==> config.mk <==
export PLATFORM = sky130hd
export DESIGN_NAME = l2trans
export DESIGN_NICKNAME = d
export VERILOG_FILES = /design/src/hdl/l2bus_pkg.sv /design/src/hdl/bus_slot_seq.sv /design/src/hdl/l2trans.sv /design/src/hdl/line_buffer.sv /design/src/hdl/req_channel.sv /design/src/hdl/snoop_channel.sv
export SDC_FILE = /design/constraint.sdc
export NUM_CORES = 1
export LEC_CHECK = 0
export BUFFER_PORTS_ARGS = -buffer_cell sky130_fd_sc_hd__buf_2
export CORE_MARGIN = 3
export CORE_UTILIZATION = 60
export DETAILED_ROUTE_END_ITERATION = 8
export PLACE_DENSITY = 0.85
export SYNTH_ARGS = -nofsm -noshare
export SYNTH_HDL_FRONTEND = slang
export SYNTH_SLANG_ARGS = --single-unit
==> constraint.sdc <==
create_clock -name clk -period 9.9 [get_ports clk]
set_clock_uncertainty 0.05 [all_clocks]
set_input_delay 0.495 -clock clk [delete_from_list [all_inputs] [get_ports clk]]
set_output_delay 0.495 -clock clk [all_outputs]
set_load 0.005 [all_outputs]
==> src/hdl/l2bus_pkg.sv <==
// bus encodings and slot constants; one 8-beat line per 8-cycle slot, request tags wrap after 8
package l2bus_pkg;

  // bus command codes
  typedef enum logic [2:0] {
    cmd_busrd   = 3'd1,
    cmd_busrdx  = 3'd2,
    cmd_busupgr = 3'd3,
    cmd_flush   = 3'd4
  } cmd_t;

  // line address, offset bits dropped
  typedef logic [31:6] line_addr_t;

  typedef logic [63:0] beat_t;

  // bus tag is {bus id, request tag} for own requests
  typedef logic [4:0] bus_tag_t;

  typedef logic [2:0] req_tag_t;

  typedef logic [2:0] beat_idx_t;

  // bus identity of this cache
  localparam logic [1:0] busid_l2 = 2'd2;

  localparam int line_beats = 8;

  // data phase puts beat k out in slot cycle k
  localparam int slot_cycles = 8;

endpackage

==> src/hdl/bus_slot_seq.sv <==
// free-running slot counter from reset; a sent snoop always owns the bus fields
`timescale 1ns/1ps

module bus_slot_seq (
  input  logic                   clk,
  input  logic                   rst,
  output logic                   slot_last,
  input  logic                   req_want,
  input  logic                   req_sent,
  input  l2bus_pkg::cmd_t        req_cmd,
  input  l2bus_pkg::bus_tag_t    req_tag,
  input  l2bus_pkg::line_addr_t  req_addr,
  input  l2bus_pkg::beat_t       req_data,
  input  logic                   snoop_want,
  input  logic                   snoop_sent,
  input  l2bus_pkg::bus_tag_t    snoop_tag,
  input  l2bus_pkg::line_addr_t  snoop_addr,
  input  l2bus_pkg::beat_t       snoop_data,
  output logic                   l2_bus_req,
  output l2bus_pkg::cmd_t        l2_bus_cmd,
  output l2bus_pkg::bus_tag_t    l2_bus_tag,
  output l2bus_pkg::line_addr_t  l2_bus_addr,
  output l2bus_pkg::beat_t       l2_bus_data
);

  logic [$clog2(l2bus_pkg::slot_cycles)-1:0] cycle_r;

  always_ff @(posedge clk) begin
    if (rst) begin
      cycle_r <= '0;
    end else begin
      cycle_r <= cycle_r + 1'b1;
    end
  end

  // grant and nack are only valid here
  assign slot_last = int'(cycle_r) == l2bus_pkg::slot_cycles - 1;

  assign l2_bus_req = req_want || snoop_want;

  always_comb begin
    if (snoop_sent) begin
      // snoop responses always go out as a flush
      l2_bus_cmd  = l2bus_pkg::cmd_flush;
      l2_bus_tag  = snoop_tag;
      l2_bus_addr = snoop_addr;
      l2_bus_data = snoop_data;
    end else begin
      l2_bus_cmd  = req_cmd;
      l2_bus_tag  = req_tag;
      l2_bus_addr = req_addr;
      // idle data lines when nothing is in its data phase
      l2_bus_data = req_sent ? req_data : '0;
    end
  end

  // one grant per slot, so only one channel can be in its data phase
  a_one_sender: assert property (@(posedge clk) disable iff (rst)
    !(req_sent && snoop_sent));

endmodule

==> src/hdl/l2trans.sv <==
// l2 bus transmitter; one own request and one snoop response in flight, no pending tag tracking
`timescale 1ns/1ps

module l2trans (
  input  logic                   clk,
  input  logic                   rst,

  input  logic                   l2data_req_valid,
  input  l2bus_pkg::cmd_t        l2data_req_cmd,
  input  l2bus_pkg::line_addr_t  l2data_req_addr,
  input  l2bus_pkg::beat_t       l2data_req_data,
  output logic                   l2trans_l2data_req_ready,

  input  logic                   l2data_snoop_valid,
  input  l2bus_pkg::bus_tag_t    l2data_snoop_tag,
  input  l2bus_pkg::line_addr_t  l2data_snoop_addr,
  input  l2bus_pkg::beat_t       l2data_snoop_data,
  output logic                   l2trans_l2data_snoop_ready,

  input  logic                   l2tag_inv_valid,
  input  l2bus_pkg::line_addr_t  l2tag_inv_addr,
  output logic                   l2trans_flush_hit,

  output logic                   l2trans_valid,
  output l2bus_pkg::req_tag_t    l2trans_tag,

  output logic                   l2_bus_req,
  output l2bus_pkg::cmd_t        l2_bus_cmd,
  output l2bus_pkg::bus_tag_t    l2_bus_tag,
  output l2bus_pkg::line_addr_t  l2_bus_addr,
  output l2bus_pkg::beat_t       l2_bus_data,
  input  logic                   bus_l2_grant,
  input  logic                   bus_nack
);

  logic slot_last;

  logic                  req_want;
  logic                  req_sent;
  l2bus_pkg::cmd_t       req_bus_cmd;
  l2bus_pkg::bus_tag_t   req_bus_tag;
  l2bus_pkg::line_addr_t req_bus_addr;
  l2bus_pkg::beat_t      req_bus_data;

  logic                  snoop_want;
  logic                  snoop_sent;
  logic                  snoop_busy;
  l2bus_pkg::bus_tag_t   snoop_bus_tag;
  l2bus_pkg::line_addr_t snoop_bus_addr;
  l2bus_pkg::beat_t      snoop_bus_data;

  req_channel req_channel_i (
    .clk        (clk),
    .rst        (rst),
    .req_valid  (l2data_req_valid),
    .req_cmd    (l2data_req_cmd),
    .req_addr   (l2data_req_addr),
    .req_data   (l2data_req_data),
    .req_ready  (l2trans_l2data_req_ready),
    .inv_valid  (l2tag_inv_valid),
    .inv_addr   (l2tag_inv_addr),
    .flush_hit  (l2trans_flush_hit),
    .done       (l2trans_valid),
    .tag        (l2trans_tag),
    .slot_last  (slot_last),
    .grant      (bus_l2_grant),
    .nack       (bus_nack),
    .snoop_busy (snoop_busy),
    .want_bus   (req_want),
    .sent       (req_sent),
    .bus_cmd    (req_bus_cmd),
    .bus_tag    (req_bus_tag),
    .bus_addr   (req_bus_addr),
    .bus_data   (req_bus_data)
  );

  snoop_channel snoop_channel_i (
    .clk         (clk),
    .rst         (rst),
    .snoop_valid (l2data_snoop_valid),
    .snoop_tag   (l2data_snoop_tag),
    .snoop_addr  (l2data_snoop_addr),
    .snoop_data  (l2data_snoop_data),
    .snoop_ready (l2trans_l2data_snoop_ready),
    .slot_last   (slot_last),
    .grant       (bus_l2_grant),
    .want_bus    (snoop_want),
    .sent        (snoop_sent),
    .busy        (snoop_busy),
    .bus_tag     (snoop_bus_tag),
    .bus_addr    (snoop_bus_addr),
    .bus_data    (snoop_bus_data)
  );

  bus_slot_seq bus_slot_seq_i (
    .clk         (clk),
    .rst         (rst),
    .slot_last   (slot_last),
    .req_want    (req_want),
    .req_sent    (req_sent),
    .req_cmd     (req_bus_cmd),
    .req_tag     (req_bus_tag),
    .req_addr    (req_bus_addr),
    .req_data    (req_bus_data),
    .snoop_want  (snoop_want),
    .snoop_sent  (snoop_sent),
    .snoop_tag   (snoop_bus_tag),
    .snoop_addr  (snoop_bus_addr),
    .snoop_data  (snoop_bus_data),
    .l2_bus_req  (l2_bus_req),
    .l2_bus_cmd  (l2_bus_cmd),
    .l2_bus_tag  (l2_bus_tag),
    .l2_bus_addr (l2_bus_addr),
    .l2_bus_data (l2_bus_data)
  );

endmodule

==> src/hdl/line_buffer.sv <==
// one 8-beat line; a new line may start only on the beat that drains the old one
`timescale 1ns/1ps

module line_buffer (
  input  logic              clk,
  input  logic              rst,
  input  logic              wr_beat,
  input  l2bus_pkg::beat_t  wr_data,
  input  logic              rd_beat,
  input  logic              rd_hold,
  output logic              full,
  output l2bus_pkg::beat_t  rd_data
);

  l2bus_pkg::beat_t mem [l2bus_pkg::line_beats];

  l2bus_pkg::beat_idx_t idx_r;
  l2bus_pkg::beat_idx_t wr_idx;
  logic                 full_r;
  logic                 last_beat;
  logic                 drain_last;

  assign last_beat = int'(idx_r) == l2bus_pkg::line_beats - 1;

  // last beat read out and no nack, line is gone after this edge
  assign drain_last = rd_beat && last_beat && !rd_hold;

  // hand-over cycle: old line still full, new line starts at beat 0
  assign wr_idx = full_r ? '0 : idx_r;

  always_ff @(posedge clk) begin
    if (wr_beat) begin
      mem[wr_idx] <= wr_data;
    end
  end

  always_ff @(posedge clk) begin
    if (rst) begin
      idx_r  <= '0;
      full_r <= 1'b0;
    end else if (wr_beat) begin
      idx_r  <= wr_idx + 3'd1;
      full_r <= int'(wr_idx) == l2bus_pkg::line_beats - 1;
    end else if (rd_beat) begin
      // on a nack the index just wraps and the line replays
      idx_r <= idx_r + 3'd1;
      if (drain_last) begin
        full_r <= 1'b0;
      end
    end
  end

  assign full    = full_r;
  assign rd_data = mem[idx_r];

  // the producer may only overlap the final drained beat
  a_no_write_full: assert property (@(posedge clk) disable iff (rst)
    wr_beat && full_r |-> drain_last);

endmodule

==> src/hdl/req_channel.sv <==
// holds one own request at a time; flush data must arrive on consecutive cycles after the command
`timescale 1ns/1ps

module req_channel (
  input  logic                   clk,
  input  logic                   rst,
  input  logic                   req_valid,
  input  l2bus_pkg::cmd_t        req_cmd,
  input  l2bus_pkg::line_addr_t  req_addr,
  input  l2bus_pkg::beat_t       req_data,
  output logic                   req_ready,
  input  logic                   inv_valid,
  input  l2bus_pkg::line_addr_t  inv_addr,
  output logic                   flush_hit,
  output logic                   done,
  output l2bus_pkg::req_tag_t    tag,
  input  logic                   slot_last,
  input  logic                   grant,
  input  logic                   nack,
  input  logic                   snoop_busy,
  output logic                   want_bus,
  output logic                   sent,
  output l2bus_pkg::cmd_t        bus_cmd,
  output l2bus_pkg::bus_tag_t    bus_tag,
  output l2bus_pkg::line_addr_t  bus_addr,
  output l2bus_pkg::beat_t       bus_data
);

  logic                  held_r;
  logic                  sent_r;
  l2bus_pkg::cmd_t       cmd_r;
  l2bus_pkg::line_addr_t addr_r;
  l2bus_pkg::req_tag_t   tag_r;

  logic is_flush;
  logic buf_full;
  logic filling;
  logic wr_beat;
  logic rd_beat;
  logic inv_hit;
  logic upgr_hit;
  logic granted;
  logic yield;

  assign is_flush = cmd_r == l2bus_pkg::cmd_flush;

  assign inv_hit   = inv_valid && held_r && inv_addr == addr_r;
  assign flush_hit = inv_hit && is_flush;
  assign upgr_hit  = inv_hit && cmd_r == l2bus_pkg::cmd_busupgr;

  assign sent     = held_r && sent_r;
  // non-flush requests carry no data, so they are always ready to go
  assign want_bus = held_r && !sent_r && (!is_flush || buf_full);
  assign done     = sent && slot_last && !nack;
  assign req_ready = !held_r || done;

  assign granted = want_bus && slot_last && grant && !snoop_busy;
  // snoop won the next slot over a nacked request, ask again later
  assign yield   = sent && slot_last && nack && grant && snoop_busy;

  // first beat comes with the command, the rest follow without ready
  assign filling = held_r && is_flush && !sent_r && !buf_full;
  assign wr_beat = req_valid &&
                   ((req_ready && req_cmd == l2bus_pkg::cmd_flush) || filling);
  assign rd_beat = sent && is_flush;

  always_ff @(posedge clk) begin
    if (rst) begin
      held_r <= 1'b0;
      sent_r <= 1'b0;
    end else if (req_ready) begin
      held_r <= req_valid;
      sent_r <= 1'b0;
    end else if (granted) begin
      sent_r <= 1'b1;
    end else if (yield) begin
      sent_r <= 1'b0;
    end
  end

  always_ff @(posedge clk) begin
    if (req_ready && req_valid) begin
      cmd_r  <= req_cmd;
      addr_r <= req_addr;
    end else if (upgr_hit) begin
      // line lost meanwhile, upgrade must fetch it again
      cmd_r <= l2bus_pkg::cmd_busrdx;
    end
  end

  always_ff @(posedge clk) begin
    if (rst) begin
      tag_r <= '0;
    end else if (done) begin
      tag_r <= tag_r + 3'd1;
    end
  end

  line_buffer line_buf_i (
    .clk     (clk),
    .rst     (rst),
    .wr_beat (wr_beat),
    .wr_data (req_data),
    .rd_beat (rd_beat),
    .rd_hold (nack),
    .full    (buf_full),
    .rd_data (bus_data)
  );

  assign tag      = tag_r;
  assign bus_cmd  = upgr_hit ? l2bus_pkg::cmd_busrdx : cmd_r;
  assign bus_tag  = {l2bus_pkg::busid_l2, tag_r};
  assign bus_addr = addr_r;

  // completion closes a whole sent slot and a flush still holds its line
  a_done_sent: assert property (@(posedge clk) disable iff (rst)
    done |-> $past(sent, l2bus_pkg::slot_cycles - 1) && (!is_flush || buf_full));

endmodule

==> src/hdl/snoop_channel.sv <==
// holds one snoop response with its full line; nack is ignored, the response goes out once
`timescale 1ns/1ps

module snoop_channel (
  input  logic                   clk,
  input  logic                   rst,
  input  logic                   snoop_valid,
  input  l2bus_pkg::bus_tag_t    snoop_tag,
  input  l2bus_pkg::line_addr_t  snoop_addr,
  input  l2bus_pkg::beat_t       snoop_data,
  output logic                   snoop_ready,
  input  logic                   slot_last,
  input  logic                   grant,
  output logic                   want_bus,
  output logic                   sent,
  output logic                   busy,
  output l2bus_pkg::bus_tag_t    bus_tag,
  output l2bus_pkg::line_addr_t  bus_addr,
  output l2bus_pkg::beat_t       bus_data
);

  logic                  held_r;
  logic                  sent_r;
  l2bus_pkg::bus_tag_t   tag_r;
  l2bus_pkg::line_addr_t addr_r;

  logic buf_full;
  logic filling;
  logic wr_beat;

  assign sent     = held_r && sent_r;
  // only ask once the whole line is in
  assign want_bus = held_r && !sent_r && buf_full;
  assign busy     = want_bus || sent;

  // freed at the end of the sent slot
  assign snoop_ready = !held_r || (sent && slot_last);

  assign filling = held_r && !sent_r && !buf_full;
  assign wr_beat = snoop_valid && (snoop_ready || filling);

  always_ff @(posedge clk) begin
    if (rst) begin
      held_r <= 1'b0;
      sent_r <= 1'b0;
    end else if (snoop_ready) begin
      held_r <= snoop_valid;
      sent_r <= 1'b0;
    end else if (want_bus && slot_last && grant) begin
      sent_r <= 1'b1;
    end
  end

  always_ff @(posedge clk) begin
    if (snoop_ready && snoop_valid) begin
      tag_r  <= snoop_tag;
      addr_r <= snoop_addr;
    end
  end

  line_buffer line_buf_i (
    .clk     (clk),
    .rst     (rst),
    .wr_beat (wr_beat),
    .wr_data (snoop_data),
    .rd_beat (sent),
    .rd_hold (1'b0),
    .full    (buf_full),
    .rd_data (bus_data)
  );

  assign bus_tag  = tag_r;
  assign bus_addr = addr_r;

endmodule

==> key figures <==
Outcome
  – Outcome: completed

Critical path
  – CP required: 9360 ps
  – WP data arrival: 4200 ps
  – R2r setup slk: between 6000 and 7000 ps
  – Crit path launch type: flop
  – Crit Path Category: flop to output port
  – Worst reg2reg path depth: 8
  – CP endpoint kind: output port
  – Critical path fanouts, max: 45
  – FF-to-FF Start: bus_slot_seq_i.cycle_r[0]$_SDFF_PP0_
  – Capturing point of the worst reg2reg path: req_channel_i.line_buf_i.mem[5][41]$_DFFE_PP_
  – CP cell instances: buf_4 -> mux4_2 -> mux2i_1 -> o22ai_1 -> buf_2
  – Slowest CP cell: dfxtp_4
  – CP peak stage delay: ~890 ps

Pwr
  – Clock share of power: 0.418
  – Pleak: about 0.016 uW
  – Reg power frac: 0.534
  – Comb power frac: 0.049
  – Cell Pwr Density: 200 nW/um^2
  – Sw Ratio: 0.208
  – VDD IR max: ~0.00017 V
  – Internal: roughly 7800 uW
  – Switching power total: 2050 uW

Min path
  – Worst min path class: primary input to flop
  – Worst hold path startpoint: l2data_req_cmd[1]
  – Hold path endpoint: req_channel_i.cmd_r[1]$_DFF_P_
  – Hold Path Stages: 2

Place
  – Final Wtd Congestion: about 0.87
  – Placed inst area: 45200 sq um
  – DP Cell Count: roughly 3100
  – Dpl hpwl: just under 60 mm
  – Port bufs: approximately 330

Yosys
  – Post-synth cell types: between 50 and 60
  – Ys async rst share: 0
  – Post-Synth XOR/XNOR Area: 0.00579
  – Synth Flop Type: edfxtp_1
  – Largest family of logic cells by synthesized area: multiplexers
  – Post-Synth Adder-Cell Area: 0.00148
  – Post-synth EDFFs: between 1000 and 1500
  – Seq/Total Area, Yosys: 0.779
  – Post-synthesis cell area: 42400 sq um
  – Syn Inst Count: approximately 1900
  – Syn Nets: 2082
  – Largest cells by area after synthesis: edfxtp_1 77%, mux4_2 14%, mux2i_1 3.1%
  – Seq cells post-synth: about 1100
  – Simple-gate share of the synthesized area: 0.0133
  – Synth Area per Inst: ~23 sq um
  – Top cell type's share of synthesized area: 0.766
  – Mux contribution to synthesized area: 0.175
  – Synthesis warning total: 0
  – Synth Area in Compound Gates: 0.0151
  – Area leader, netlist: edfxtp_1

Clock tree
  – CTS sink count: 1108
  – Maximum root-to-sink buffer count: 3
  – Root cell of the clock tree: clkbuf_16
  – Clk slew on worst S/H paths: roughly 60 ps
  – CTS tree: done
  – Hold Buf Count CTS: 58
  – CTS Buf Count: about 110
  – H-tree depth: 3
  – Post-CTS setup buffer count: 0
  – Clk Latency, worst-skew pair: 650 ps
  – # resized after CTS: 0

Floorplanning
  – Core Area: ~69000 sq um
  – Initial Util: 0.612
  – DIE WIDTH: between 200 and 300 um
  – Die Span Y: around 270 um
  – Top Ports: 327
  – Core Rows: 96
  – Die ar.: ~74000 sq um

STA
  – Rel. slew slack: 0.228
  – Final setup viols: 0
  – Max Freq: around 210 MHz
  – Final setup TNS: 0 ps
  – Tightest Pin Transition: between 1000 and 1500 ps
  – RSZ-0062 raised after global routing: false
  – Fin crit share: 0.479
  – Final number of hold-violating endpoints: 0
  – Final min period: 4750 ps
  – Final max-slew violation count: 0

Cells and area
  – Commonest non-fill, non-tap cell in the layout: edfxtp_1
  – Most frequent cells in the layout: 1081 x edfxtp_1, 326 x buf_2, 256 x mux4_2
  – Share of post-route cells with drive strength above 1: 0.358
  – Finished Core Util: 0.713
  – Layout Nets: roughly 2500
  – Post-route cell area: ~49000 sq um
  – Area delta synth->final: 16.6%
  – Non-Filler Instances: approximately 3300

Global route
  – GRT overflow: 0
  – Vias in the first global route: ~22000
  – Initial antenna violation count: 40
  – First-pass GRT wire length: approximately 160 mm
  – Pin count of the biggest net entering global routing: roughly 110
  – GR Util All Layers: 0.293

Routing
  – Iter 0 DRT Violations: between 2000 and 3000
  – Vias: around 22000
  – Total wire length: about 110 mm
  – DR DRC count: 0
  – Antenna-violating nets left: 0
  – Drt first pass iters: 5
  – Wire per inst: about 32 um
  – Via density: around 6.6

Run
  – Max-cap violations: 0
## layout make-up
type,count,area (sq um)
Timing Repair Buffer,423,2520
Sequential cell,1108,33000
Clock inverter,82,861
Tap cell,931,1160
Multi-Input combinational cell,646,9060
Fill cell,3823,19900
Inverter,7,26.3
Antenna cell,29,72.6
Clock buffer,117,2690
## routing by layer
layer  vias up  part of all wire  GRT usage
met4        26             0.038      0.110
li1       8804                 -          -
met5         -            0.0017          0
met1     11419              0.36      0.396
met2      1476              0.50      0.469
met3       245              0.10     0.0737
## kinds of logic after synthesis
| family | count (synthesis) |
|---|---|
| AO/OA/AOI/OAI | 98 |
| XOR/XNOR | 28 |
| adder cells (fa/ha/maj) | 5 |
| buffers and inverters | 102 |
| flip-flops | 1108 |
| multiplexers | 419 |
| AND/OR/NAND/NOR | 96 |
## Yosys cell counts, types with 4 or more instances
cell type / count
nor3_1: 9
and2_1: 7
edfxtp_1: 1081
nor2_1: 12
ha_1: 5
buf_1: 12
mux4_2: 256
xnor2_1: 27
inv_1: 7
mux2i_1: 131
mux2_2: 32
nand2b_1: 5
nand2_1: 10
clkbuf_1: 46
nand3_1: 7
dfxtp_1: 27
nor4_1: 10
nand4_1: 13
buf_2: 33
o21ai_0: 4
o21ai_1: 4
a21oi_1: 10
o22ai_1: 64
nor2b_1: 4
## state kept, by name (all words and copies together), names as in the netlist, named ones only
| name | count |
|---|---|
| bus_slot_seq_i.cycle_r | 3 |
| req_channel_i.bus_addr | 26 |
| req_channel_i.cmd_r | 3 |
| req_channel_i.held_r | 1 |
| req_channel_i.line_buf_i.full | 1 |
| req_channel_i.line_buf_i.idx_r | 3 |
| req_channel_i.line_buf_i.mem | 512 |
| req_channel_i.sent_r | 1 |
| req_channel_i.tag | 3 |
| snoop_channel_i.bus_addr | 26 |
| snoop_channel_i.bus_tag | 5 |
| snoop_channel_i.held_r | 1 |
| snoop_channel_i.line_buf_i.full | 1 |
| snoop_channel_i.line_buf_i.idx_r | 3 |
| snoop_channel_i.line_buf_i.mem | 512 |
| snoop_channel_i.sent_r | 1 |
## critical path, delay by kind of cell, from the launching register on
family / cells / cell delay [ps]
mux: 2 / 1240
buf+inv: 2 / 1060
flops: 1 / 890
compound gates: 1 / 330
## stage by stage
| stage | total power, uW | hold slack [ps] | worst slack (ps) |
|---|---|---|---|
| 2_1_floorplan | 5620 | 349 | 1290 |
| 3_3_place_gp | 5790 | 357 | 5890 |
| 3_5_place_dp | 5820 | 367 | 5880 |
| 4_1_cts | 9920 | 4.86 | 5100 |
| 5_1_grt | 10100 | 29.6 | 4820 |
| 6_report | 9880 | 43.2 | 5150 |
## worst max path at each step
| stage | from | end | cells after the start |
|---|---|---|---|
| after floorplan | bus_slot_seq_i.cycle_r[0]$_SDFF_PP0_ | req_channel_i.line_buf_i.mem[1][0]$_DFFE_PP_ | 6 |
| after global placement | flop | l2_bus_data[55] | 5 |
| after detailed placement | flop | l2_bus_data[55] | 5 |
| after CTS | flop | l2_bus_data[55] | 5 |
| after global routing | flop | l2_bus_data[55] | 5 |
| final | flop | l2_bus_data[55] | 5 |
## power by group through the flow
stage	combinational, uW	clock, uW	sequential [uW]
global route	515	4350	5280
CTS	482	4160	5270
finish	483	4130	5270
floorplan	272	0	5350
global placement	431	0	5360
detailed placement	451	0	5370
Note: power is estimated with default switching activity, not from simulation.
